==> src/hspi_pkg.sv <==
`default_nettype none

package hspi_pkg;

	// link and RAM sizes
	localparam int word_w = 32;
	localparam int ram_aw = 6;
	localparam int frame_words = 16;
	localparam int cnt_w = $clog2(frame_words);
	localparam int seq_w = 4;
	localparam int len_w = 2;
	localparam int udf_w = 26;

	// RAM regions
	localparam logic [ram_aw-1:0] tx_base = 6'd0;
	localparam logic [ram_aw-1:0] rx_base = 6'd32;

	// header fields
	localparam logic [udf_w-1:0] hdr_udf = 26'h0F0F0F;
	localparam logic [len_w-1:0] hdr_len_tag = len_w'(frame_words * 4 - 1);

	// CRC-32, register kept in reflected form
	localparam logic [word_w-1:0] crc_init = '1;
	localparam logic [word_w-1:0] crc_poly = 32'hEDB88320;
	localparam logic [word_w-1:0] crc_residue = 32'hC704DD7B; // normal bit order

	// one link word, raw or as header
	typedef union packed {
		logic [word_w-1:0] raw;
		struct packed {
			logic [len_w-1:0] len_tag;
			logic [seq_w-1:0] seq;
			logic [udf_w-1:0] udf;
		} fld;
	} hspi_word_u;

	typedef enum logic [2:0] {
		st_idle,
		st_wait_rdy,
		st_header,
		st_data,
		st_crc
	} tx_state_e;

endpackage

`default_nettype wire

==> src/crc32_lfsr.sv <==
`timescale 1ns/1ps
`default_nettype none

module crc32_lfsr (
	input wire clk,
	input wire wire_rst,
	input wire clr,
	input wire en,
	input wire [hspi_pkg::word_w-1:0] data,
	output logic [hspi_pkg::word_w-1:0] crc
);

	logic [hspi_pkg::word_w-1:0] crc_nxt;

	// whole word per cycle, bit 0 enters first
	always_comb begin
		crc_nxt = crc;
		for (int i = 0; i < hspi_pkg::word_w; i++) begin
			if (crc_nxt[0] ^ data[i])
				crc_nxt = (crc_nxt >> 1) ^ hspi_pkg::crc_poly;
			else
				crc_nxt = crc_nxt >> 1;
		end
	end

	always_ff @(posedge clk or posedge wire_rst) begin
		if (wire_rst)
			crc <= hspi_pkg::crc_init;
		else if (clr)
			crc <= hspi_pkg::crc_init; // new frame
		else if (en)
			crc <= crc_nxt;
	end

endmodule

`default_nettype wire

==> src/hspi_tx.sv <==
`timescale 1ns/1ps
`default_nettype none

module hspi_tx (
	input wire clk,
	input wire wire_rst,
	input wire tx_act,
	input wire hract,
	input wire htrdy,
	output logic htreq,
	output logic htvld,
	output logic htoe,
	output logic [hspi_pkg::word_w-1:0] htd,
	output logic tx_idle,
	output logic rd_en,
	output logic [hspi_pkg::ram_aw-1:0] rd_addr,
	input wire [hspi_pkg::word_w-1:0] rd_data
);

	hspi_pkg::tx_state_e state;
	logic act_q;
	logic act_d;
	logic act_pend;
	logic hract_q;
	logic rdy_q;
	logic start;
	logic word_out;
	logic tail;
	logic last_word;
	logic [hspi_pkg::cnt_w-1:0] cnt;
	logic [hspi_pkg::seq_w-1:0] tx_seq;
	hspi_pkg::hspi_word_u hdr_word;
	logic [hspi_pkg::word_w-1:0] sel_word;
	logic [hspi_pkg::word_w-1:0] crc;
	logic crc_clr;
	logic crc_en;

	always_ff @(posedge clk or posedge wire_rst) begin
		if (wire_rst) begin
			act_q <= 1'b0;
			act_d <= 1'b0;
			hract_q <= 1'b0;
			rdy_q <= 1'b0;
		end else begin
			act_q <= tx_act;
			act_d <= act_q;
			hract_q <= hract;
			rdy_q <= htrdy; // FSM state is the second stage
		end
	end

	// hold a trigger until the link is free
	always_ff @(posedge clk or posedge wire_rst) begin
		if (wire_rst)
			act_pend <= 1'b0;
		else if (act_q && !act_d)
			act_pend <= 1'b1;
		else if (start)
			act_pend <= 1'b0;
	end

	assign tx_idle = (state == hspi_pkg::st_idle) && !htreq;
	assign start = tx_idle && act_pend && !hract && !hract_q;
	assign word_out = (state == hspi_pkg::st_header) || (state == hspi_pkg::st_data) ||
			(state == hspi_pkg::st_crc);
	assign tail = (state == hspi_pkg::st_idle) && htvld; // crc word on the link
	assign last_word = cnt == hspi_pkg::cnt_w'(hspi_pkg::frame_words - 1);

	always_ff @(posedge clk or posedge wire_rst) begin
		if (wire_rst) begin
			state <= hspi_pkg::st_idle;
		end else begin
			case (state)
				hspi_pkg::st_idle:
					if (start)
						state <= hspi_pkg::st_wait_rdy;
				hspi_pkg::st_wait_rdy:
					if (rdy_q)
						state <= hspi_pkg::st_header;
				hspi_pkg::st_header:
					state <= hspi_pkg::st_data;
				hspi_pkg::st_data:
					if (last_word)
						state <= hspi_pkg::st_crc;
				default:
					state <= hspi_pkg::st_idle;
			endcase
		end
	end

	always_ff @(posedge clk or posedge wire_rst) begin
		if (wire_rst)
			cnt <= '0;
		else if (state == hspi_pkg::st_header)
			cnt <= '0;
		else if (state == hspi_pkg::st_data)
			cnt <= cnt + 1'b1;
	end

	always_ff @(posedge clk or posedge wire_rst) begin
		if (wire_rst)
			tx_seq <= '0;
		else if (state == hspi_pkg::st_crc)
			tx_seq <= tx_seq + 1'b1;
	end

	// reads run one address ahead of the output register
	assign rd_en = (state == hspi_pkg::st_header) ||
			((state == hspi_pkg::st_data) && !last_word);
	assign rd_addr = hspi_pkg::tx_base + ((state == hspi_pkg::st_data) ?
			hspi_pkg::ram_aw'(cnt) + 1'b1 : '0);

	always_comb begin
		hdr_word.fld.len_tag = hspi_pkg::hdr_len_tag;
		hdr_word.fld.seq = tx_seq;
		hdr_word.fld.udf = hspi_pkg::hdr_udf;
	end

	always_comb begin
		case (state)
			hspi_pkg::st_header: sel_word = hdr_word.raw;
			hspi_pkg::st_crc: sel_word = ~crc;
			default: sel_word = rd_data;
		endcase
	end

	assign crc_clr = state == hspi_pkg::st_wait_rdy;
	assign crc_en = (state == hspi_pkg::st_header) || (state == hspi_pkg::st_data);

	crc32_lfsr i_crc (
		.clk(clk),
		.wire_rst(wire_rst),
		.clr(crc_clr),
		.en(crc_en),
		.data(sel_word),
		.crc(crc)
	);

	always_ff @(posedge clk or posedge wire_rst) begin
		if (wire_rst) begin
			htreq <= 1'b0;
			htvld <= 1'b0;
			htoe <= 1'b0;
		end else begin
			htvld <= word_out;
			if (start)
				htreq <= 1'b1;
			else if (tail)
				htreq <= 1'b0;
			if (state == hspi_pkg::st_header)
				htoe <= 1'b1; // drive from header on
			else if (tail)
				htoe <= 1'b0;
		end
	end

	always_ff @(posedge clk) begin
		htd <= sel_word;
	end

	a_vld_in_oe: assert property (@(posedge clk) disable iff (wire_rst)
		$rose(htvld) |-> htoe && htreq);

	a_data_len: assert property (@(posedge clk) disable iff (wire_rst)
		state == hspi_pkg::st_header |=>
			(state == hspi_pkg::st_data) [*hspi_pkg::frame_words] ##1
			state == hspi_pkg::st_crc);

endmodule

`default_nettype wire

==> src/hspi_rx.sv <==
`timescale 1ns/1ps
`default_nettype none

module hspi_rx (
	input wire clk,
	input wire wire_rst,
	input wire hract,
	input wire hrvld,
	input wire [hspi_pkg::word_w-1:0] hrd,
	input wire tx_idle,
	output logic htack,
	output logic wr_en,
	output logic [hspi_pkg::ram_aw-1:0] wr_addr,
	output logic [hspi_pkg::word_w-1:0] wr_data,
	output logic crc_err,
	output logic seq_err,
	output logic [hspi_pkg::seq_w-1:0] rx_seq
);

	logic hract_q;
	logic hract_d;
	logic hrvld_q;
	logic [hspi_pkg::word_w-1:0] hrd_q;
	hspi_pkg::hspi_word_u rx_word;
	logic start;
	logic done;
	logic chk_q;
	logic word_in;
	logic hdr_seen;
	logic is_hdr;
	logic [hspi_pkg::cnt_w:0] idx;
	logic [hspi_pkg::seq_w-1:0] got_seq;
	logic [hspi_pkg::word_w-1:0] crc;
	logic [hspi_pkg::word_w-1:0] crc_rev;

	always_ff @(posedge clk or posedge wire_rst) begin
		if (wire_rst) begin
			hract_q <= 1'b0;
			hract_d <= 1'b0;
			hrvld_q <= 1'b0;
			chk_q <= 1'b0;
		end else begin
			hract_q <= hract;
			hract_d <= hract_q;
			hrvld_q <= hrvld;
			chk_q <= done;
		end
	end

	always_ff @(posedge clk) begin
		hrd_q <= hrd;
	end

	assign start = hract && !hract_q; // clears one cycle before the first word
	assign done = hract_d && !hract_q;
	assign word_in = hrvld_q && hract_q;
	assign is_hdr = word_in && !hdr_seen;
	assign rx_word.raw = hrd_q;

	always_ff @(posedge clk or posedge wire_rst) begin
		if (wire_rst) begin
			hdr_seen <= 1'b0;
			got_seq <= '0;
		end else if (start) begin
			hdr_seen <= 1'b0;
		end else if (is_hdr) begin
			hdr_seen <= 1'b1;
			got_seq <= rx_word.fld.seq;
		end
	end

	// payload words after the header, crc word is not stored
	assign wr_en = word_in && hdr_seen && (idx < hspi_pkg::frame_words);
	assign wr_addr = hspi_pkg::rx_base + hspi_pkg::ram_aw'(idx[hspi_pkg::cnt_w-1:0]);
	assign wr_data = hrd_q;

	always_ff @(posedge clk or posedge wire_rst) begin
		if (wire_rst)
			idx <= '0;
		else if (start)
			idx <= '0;
		else if (wr_en)
			idx <= idx + 1'b1;
	end

	crc32_lfsr i_crc (
		.clk(clk),
		.wire_rst(wire_rst),
		.clr(start),
		.en(word_in),
		.data(hrd_q),
		.crc(crc)
	);

	assign crc_rev = {<<{crc}};

	always_ff @(posedge clk or posedge wire_rst) begin
		if (wire_rst) begin
			crc_err <= 1'b0;
			seq_err <= 1'b0;
		end else if (start) begin
			crc_err <= 1'b0;
			seq_err <= 1'b0;
		end else if (done) begin
			crc_err <= crc_rev != hspi_pkg::crc_residue;
			seq_err <= got_seq != rx_seq;
		end
	end

	// count only clean frames
	always_ff @(posedge clk or posedge wire_rst) begin
		if (wire_rst)
			rx_seq <= '0;
		else if (chk_q && !crc_err && !seq_err)
			rx_seq <= rx_seq + 1'b1;
	end

	always_ff @(posedge clk or posedge wire_rst) begin
		if (wire_rst)
			htack <= 1'b0;
		else if (htack && !hract_q)
			htack <= 1'b0;
		else if (!htack && hract_q && tx_idle)
			htack <= 1'b1; // peer may send now
	end

	a_wr_count: assert property (@(posedge clk) disable iff (wire_rst)
		(start ##1 wr_en [->hspi_pkg::frame_words]) |=> !wr_en until start);

endmodule

`default_nettype wire

==> src/hspi_top.sv <==
`timescale 1ns/1ps
`default_nettype none

module hspi_top (
	input wire clk,
	input wire wire_rst,
	input wire tx_act,
	input wire htrdy,
	output wire htreq,
	output wire htvld,
	output wire htoe,
	output wire [hspi_pkg::word_w-1:0] htd,
	input wire hract,
	input wire hrvld,
	input wire [hspi_pkg::word_w-1:0] hrd,
	output wire htack,
	output wire crc_err,
	output wire seq_err,
	output wire [hspi_pkg::seq_w-1:0] rx_seq,
	output wire ram_csn,
	output wire ram_wen,
	output wire [hspi_pkg::ram_aw-1:0] ram_addr,
	output wire [hspi_pkg::word_w-1:0] ram_wdata,
	input wire [hspi_pkg::word_w-1:0] ram_rdata
);

	wire tx_idle;
	wire rd_en;
	wire [hspi_pkg::ram_aw-1:0] rd_addr;
	wire wr_en;
	wire [hspi_pkg::ram_aw-1:0] wr_addr;
	wire [hspi_pkg::word_w-1:0] wr_data;

	hspi_tx i_hspi_tx (
		.clk(clk),
		.wire_rst(wire_rst),
		.tx_act(tx_act),
		.hract(hract),
		.htrdy(htrdy),
		.htreq(htreq),
		.htvld(htvld),
		.htoe(htoe),
		.htd(htd),
		.tx_idle(tx_idle),
		.rd_en(rd_en),
		.rd_addr(rd_addr),
		.rd_data(ram_rdata)
	);

	hspi_rx i_hspi_rx (
		.clk(clk),
		.wire_rst(wire_rst),
		.hract(hract),
		.hrvld(hrvld),
		.hrd(hrd),
		.tx_idle(tx_idle),
		.htack(htack),
		.wr_en(wr_en),
		.wr_addr(wr_addr),
		.wr_data(wr_data),
		.crc_err(crc_err),
		.seq_err(seq_err),
		.rx_seq(rx_seq)
	);

	// transmit owns the port only while reading
	assign ram_csn = !(rd_en || wr_en);
	assign ram_wen = !(wr_en && !rd_en);
	assign ram_addr = rd_en ? rd_addr : wr_addr;
	assign ram_wdata = wr_data;

	a_ram_excl: assert property (@(posedge clk) disable iff (wire_rst)
		!(rd_en && wr_en));

endmodule

`default_nettype wire

==> config.mk <==
export PLATFORM = sky130hd
export DESIGN_NAME = hspi_top
export DESIGN_NICKNAME = d
export VERILOG_FILES = /design/src/hspi_pkg.sv /design/src/crc32_lfsr.sv /design/src/hspi_tx.sv /design/src/hspi_rx.sv /design/src/hspi_top.sv
export SDC_FILE = /design/constraint.sdc
export NUM_CORES = 1
export LEC_CHECK = 0
export BUFFER_PORTS_ARGS = -buffer_cell sky130_fd_sc_hd__clkbuf_2
export CORE_MARGIN = 5
export CORE_UTILIZATION = 40
export DETAILED_ROUTE_END_ITERATION = 16
export GPL_ROUTABILITY_DRIVEN = 0
export GPL_TIMING_DRIVEN = 0
export SYNTH_ARGS = -nofsm -noshare
export SYNTH_HDL_FRONTEND = slang
export SYNTH_SLANG_ARGS = --single-unit
==> constraint.sdc <==
create_clock -name clk -period 4.4 [get_ports clk]
set_input_delay 1.1 -clock clk [delete_from_list [all_inputs] [get_ports clk]]
set_output_delay 1.1 -clock clk [all_outputs]
set_load 0.02 [all_outputs]
After elaboration in Yosys (flattened, before gate mapping)
Index checks and enable logic that the tools add are counted.
- $add $sub $neg: 6
- order comparisons: 1
- equality and inequality tests: 10
- muxes and demuxes: 92
- bitwise gates (word level): 130
- reduce and logical (&&, ||, !) cells: 48
- operator list (cell ; number):
    2-to-1 mux 32 bit ; 68
    inverter 13 -> 14 bit ; 64
    one-hot mux 32 bit (2 select lines) ; 1
    XOR 1 bit ; 64
    != test 32 bit (second input constant) ; 1
    inverter 32 bit ; 1
    nonzero test 2 bit ; 10
    logical AND 1 bit ; 19
    2-to-1 mux 1 bit ; 13
    adder 4 x 1 -> 4 bit (second input constant) ; 3
    logical NOT 1 bit ; 12
    2-to-1 mux 6 bit ; 2
    one-hot mux 3 bit (4 select lines) ; 1
    2-to-1 mux 5 bit ; 2
    2-to-1 mux 3 bit ; 3
    2-to-1 mux 4 bit ; 2
    adder 6 x 4 -> 6 bit (first input constant) ; 1
    equality test 3 x 2 -> 1 bit (second input constant) ; 2
    != test 2 x 1 -> 1 bit (second input constant) ; 3
    adder 4 x 1 -> 5 bit (second input constant) ; 1
    adder 5 x 1 -> 5 bit (second input constant) ; 1
    < comparator 5 bit (second input constant) ; 1
    equality test 4 bit (second input constant) ; 1
    logical OR 1 bit ; 4
    other kinds (7) ; 7
- flip-flop bits (word level): 167
- input port bits: 70
- output and inout port bits: 82

Depth between registers and ports, before layout
- depth after elaboration: 68
- gate-level depth with buffers: 14

Modules after synthesis
Synthesis repeated with hierarchy kept, for this count alone.
- cells, all modules: 1052
- area total of the unflattened synthesis: 13001.2 µm²
- by module, submodules not included (module ; times used ; cells each ; area an instance (µm²)):
    crc32_lfsr ; 2 ; 365 ; 4600.7
    hspi_tx ; 1 ; 194 ; 2025.7
    hspi_rx ; 1 ; 119 ; 1662.8
    hspi_top ; 1 ; 9 ; 111.4

Least setup slack after synthesis
Ideal clock, no wire load.
- kind: in2reg
- start point: input port ram_rdata[3] (netlist name)
- end point: register i_hspi_tx.i_crc.crc[20] (netlist name)
- arrival time: 4.486 ns
- required time: 4.327 ns
- path slack: -0.159 ns
- stages: 11
- buffers on the path: 0
- cell sequence: nor2b_1 > o21ai_0 > o211ai_4 > xor2_2 > xnor3_2 > xnor3_1 > xnor2_1 > xnor3_1 > xnor3_1 > xnor3_1 > a21oi_1
- longest elaborated chain between the ends: 44
- elaborated cells between the ends (all ways): 72
- RTL lines (item ; line ; RTL):
    start: declaration ; hspi_top.sv:24 ; input wire [hspi_pkg::word_w-1:0] ram_rdata
    one-hot mux 32 bit (2 select lines) (*) ; hspi_tx.sv:120 ; case (state)
    XOR 1 bit (*) ; crc32_lfsr.sv:19 ; if (crc_nxt[0] ^ data[i])
    2-to-1 mux 32 bit (*) (3 in series) ; crc32_lfsr.sv:19 ;
    inverter 13 -> 14 bit (no source line) or 2-to-1 mux 32 bit (tied branches) ; n/a ;
    2-to-1 mux 32 bit (*) (6 in series) ; crc32_lfsr.sv:19 ;
    XOR 1 bit or 2-to-1 mux 32 bit (tied branches) ; crc32_lfsr.sv:19 ;
    2-to-1 mux 32 bit (*) (3 in series) ; crc32_lfsr.sv:19 ;
    parallel branches: the longest is 1 deep, another holds XOR 1 bit ; n/a ;
    (+18 left out) ; n/a ;
    inverter 13 -> 14 bit (no source line), or another cell as far along ; n/a ;
    2-to-1 mux 32 bit (*) (2 in series) ; crc32_lfsr.sv:19 ;
    inverter 13 -> 14 bit (no source line), or another cell as far along ; n/a ;
    2-to-1 mux 32 bit (*) ; crc32_lfsr.sv:19 ;
    inverter 13 -> 14 bit (no source line) or XOR 1 bit (tied branches) ; n/a ;
    2-to-1 mux 32 bit (*) ; crc32_lfsr.sv:19 ;
    2-to-1 mux 32 bit (*) ; crc32_lfsr.sv:31 ; else if (en)
    2-to-1 mux 32 bit (*) ; crc32_lfsr.sv:29 ; else if (clr)
    end signal: assignment ; crc32_lfsr.sv:28 ; crc <= hspi_pkg::crc_init;
    end signal: assignment ; crc32_lfsr.sv:30 ; crc <= hspi_pkg::crc_init;
    end signal: assignment ; crc32_lfsr.sv:32 ; crc <= crc_nxt;
    end: declaration ; crc32_lfsr.sv:10 ; output logic [hspi_pkg::word_w-1:0] crc
Mark *: on every way between the ends. The select of a mux whose other input is x is not followed.
A chain may end at the register's enable or synchronous reset.

Worst setup path after layout
- start point: input port ram_rdata[3] (netlist name)
- end point: register i_hspi_tx.i_crc.crc[8] (netlist name)
- longest elaborated chain between the ends: 45
- elaborated cells between the ends (all ways): 67
- RTL lines (item ; line):
    one-hot mux 32 bit (2 select lines) (*) ; hspi_tx.sv:120
    XOR 1 bit (*) ; crc32_lfsr.sv:19
    2-to-1 mux 32 bit (*) (6 in series) ; crc32_lfsr.sv:19
    XOR 1 bit ; crc32_lfsr.sv:19
    2-to-1 mux 32 bit (*) ; crc32_lfsr.sv:19
    inverter 13 -> 14 bit (no source line) ; n/a
    2-to-1 mux 32 bit (*) (2 in series) ; crc32_lfsr.sv:19
    inverter 13 -> 14 bit (no source line) ; n/a
    (+18 left out) ; n/a
    inverter 13 -> 14 bit (no source line) ; n/a
    2-to-1 mux 32 bit (*) (6 in series) ; crc32_lfsr.sv:19
    parallel branches: the longest is 1 deep, another holds XOR 1 bit ; n/a
    2-to-1 mux 32 bit (*) ; crc32_lfsr.sv:19
    inverter 13 -> 14 bit (no source line) ; n/a
    2-to-1 mux 32 bit (*) ; crc32_lfsr.sv:19
    2-to-1 mux 32 bit (*) ; crc32_lfsr.sv:31
    2-to-1 mux 32 bit (*) ; crc32_lfsr.sv:29
Marked as above.

==> impl_results.md <==
- Worst-case clock buffer depth: 2
- Post-Syn Nets: approximately 1300
- IO Count: about 150
- Ys async rst share: 0.617
- Hpwl dp: 28.3 mm
- Final Net Count: about 1500
- Most frequent cells in the layout: xnor2_1 (294), clkbuf_2 (154), nor2_1 (108)
- Global-route wire length before repair: approximately 57 mm
- Reg2Reg Depth: 13
- Hold_ws: approximately 0.38 ns
- CTS Sinks: approximately 170
- Clk_lat worst skew: around 0.44 ns
- Final Skew: 0.0129 ns
- Worst setup path class: input port to flop
- Slew HR: 0.484
- Commonest non-fill, non-tap cell in the layout: xnor2_1
- Cell Area, Placed: 13800 µm²
- Num CTS Buffers: 17
- GR Util All Layers: 0.208
- Drt wl/cell: 20.2 µm
- Mux share of post-synthesis cell area: 0.00702
- Worst Hold Depth: 0
- Hold Crit Class: flop to flop
- WL final: 37.1 mm
- Final setup violation count: 0
- Die ar.: around 35000 µm²
- FF/Latch Area: between 3000 and 4000 µm²
- Max Slew Vio Count: 0
- RSZ-0062 raised after global routing: true
- Post-route ant nets: 0
- Multi-input gate area: between 9000 and 10000 µm²
- Post-synthesis compound-gate area fraction: 0.0955
- ANT cells: 0
- Pre-CTS WS: -0.799 ns
- Most used DFF post-synth: dfxtp_1
- Post-Syn Instances: 1198
- Reg2reg setup slack: about 0.10 ns
- Synth Area in Adders: 0.00401
- Distinct cells, synth: 63
- Synthesized area per cell: roughly 10 µm²
- Hold Startpoint: i_hspi_tx.act_q
- Die Ht: roughly 190 µm
- TritonCTS clock tree: done
- Dpl cells: roughly 1700
- Sequential fraction of the synthesis area: 0.316
- CP max FO: 6
- Largest net degree at the start of global routing: 55
- Startpoint type of the worst setup path: input port
- Post-route insts no fill: roughly 1800
- Via density: between 5 and 6
- Worst-Margin Slew: between 0.7 and 0.8 ns
- Simple-Gate Fraction of Synth Area: 0.0941
- Fmax: about 0.23 GHz
- Initial antenna violation count: 0
- Drt pass-1 iters: 6
- Hold Buf Count CTS: 0
- Worst setup margin: ~0.085 ns
- Overflow left after global routing: 0
- Final min period: about 4.3 ns
- Fin crit share: 0.981
- Vias in the first global route: 9258
- Yosys reg bits: ~170
- Clk root buf: clkbuf_16
- Placeable Area: 30700 µm²
- Cell Area, Synth: 12500 µm²
- Clock slew seen by the registers of the worst setup and hold paths: roughly 0.07 ns
- Drt drc: 0
- R2R Path Start: i_hspi_tx.state[0]
- Crit. Startpoint: ram_rdata[3]
- Rows: 64
- Final hold violations: 0
- Arrival @ worst endpoint: about 4.7 ns
- Worst R2R End: i_hspi_tx.i_crc.crc[8]
- EDFF count, synth: 0
- Final Cell Area: between 15000 and 20000 µm²
- Max-cap viol count: 0
- Vias: ~9400
- Status: complete, no violations
- Syn-to-layout area delta: 26.5%
- Initial Utilization: 0.407
- Worst setup EP type: flop
- Die Wd: about 190 µm
- Fraction of layout cells with a size suffix above 1: 0.318
- Worst Setup EP: i_hspi_tx.i_crc.crc[8]
- H-Tree Depth: 4
- Fill count: between 2000 and 3000
- YS warnings: 0
- CP Data Required Time: 4.75 ns
- DRT iter0 DRCs: roughly 800
- Largest family of logic cells by synthesized area: XOR/XNOR gates
- Port bufs: 150
- Xor-xnor portion of the synthesized cell area: 0.468
## worst min path at each step
stage	end	slack, ns
2_1_floorplan	i_hspi_tx.act_d	0.35
3_3_place_gp	i_hspi_tx.act_d	0.37
3_5_place_dp	i_hspi_tx.act_d	0.37
4_1_cts	i_hspi_tx.act_d	0.38
5_1_grt	i_hspi_tx.act_d	0.39
6_report	i_hspi_tx.act_d	0.38
## sequential cells by signal (all words and copies together) (netlist names), 3 cells and up
| name | flops |
|---|---|
| i_hspi_rx.got_seq | 4 |
| i_hspi_rx.i_crc.crc | 32 |
| i_hspi_rx.idx | 5 |
| i_hspi_rx.rx_seq | 4 |
| i_hspi_rx.wr_data | 32 |
| i_hspi_tx.cnt | 4 |
| i_hspi_tx.htd | 32 |
| i_hspi_tx.i_crc.crc | 32 |
| i_hspi_tx.state | 3 |
| i_hspi_tx.tx_seq | 4 |
## routing by layer
metal	share of wire	track usage	wire length [µm]	vias up
met5	0	0	0	-
met4	0.024	0.0563	880	0
met3	0.067	0.0456	2470	59
met2	0.43	0.302	16000	345
met1	0.48	0.313	17800	4597
li1	-	-	-	4428
## logic make-up after synthesis
logic type,count (synthesis)
AO/OA/AOI/OAI,183
XOR/XNOR,527
adder cells (fa/ha/maj),4
buffers and inverters,44
flip-flops,167
multiplexers,8
other,1
AND/OR/NAND/NOR,264
## Yosys cell counts (4+ instances only)
cell type / instances / share of area
xnor2_2: 24 / 0.031
nand3_1: 5 / 0.0020
ha_1: 4 / 0.0040
a21oi_1: 71 / 0.028
nand2_1: 90 / 0.027
o22a_1: 14 / 0.0098
o211ai_1: 11 / 0.0066
o21a_1: 4 / 0.0024
dfxtp_1: 64 / 0.10
xor2_2: 6 / 0.0078
buf_2: 6 / 0.0024
dfstp_2: 64 / 0.13
buf_4: 5 / 0.0030
nand4_1: 6 / 0.0030
xnor3_1: 46 / 0.083
a22oi_1: 4 / 0.0024
dfrtp_1: 39 / 0.078
xor3_2: 4 / 0.0080
xnor2_1: 324 / 0.23
xnor3_2: 5 / 0.0095
xnor2_4: 7 / 0.015
mux2_2: 6 / 0.0054
a221oi_1: 5 / 0.0035
nand2b_1: 12 / 0.0060
o21ai_0: 43 / 0.017
clkbuf_1: 26 / 0.0078
o211ai_2: 4 / 0.0040
nor2_1: 109 / 0.033
o2bb2ai_1: 4 / 0.0028
xor2_1: 106 / 0.074
nor2b_1: 24 / 0.012
## layout make-up
cell class | count | share of cell area
sequential | 167 | 0.250
clock buffer | 24 | 0.0319
tap | 396 | 0.0314
inverter | 4 | 0.00111
multi-input combinational | 987 | 0.580
timing repair buffer | 208 | 0.0836
clock inverter | 8 | 0.00857
buffer | 40 | 0.0135
## worst max-delay path, stage by stage
cell and delay (ns):
clkbuf_2 0.11, nor2b_1 0.06, o21ai_0 0.31, o211ai_4 0.21
buf_12 0.18, xnor3_2 0.37, buf_4 0.18, xnor2_4 0.32
xnor2_4 0.22, xor3_4 0.71, xnor3_1 0.46, xnor2_1 0.31
a21oi_1 0.12
## metrics by stage
stage,util,TNS (ns)
floorplan,-,0
global placement,0.448,-50.08
detailed placement,0.449,-21.49
CTS,0.490,-0.00453
global route,0.514,-0.257
finish,0.514,0
## repair_timing
action | in CTS | in global routing
setup endpoints to repair | 59 | 32
hold endpoints to repair | 0 | 0
gates resized for setup | 61 | 66
setup buffers | 18 | 39
pin swaps | 15 | 28
Power is left out: the tool's default activity adds up to more than one toggle a clock period on the data nets, which glitch-free logic cannot reach.
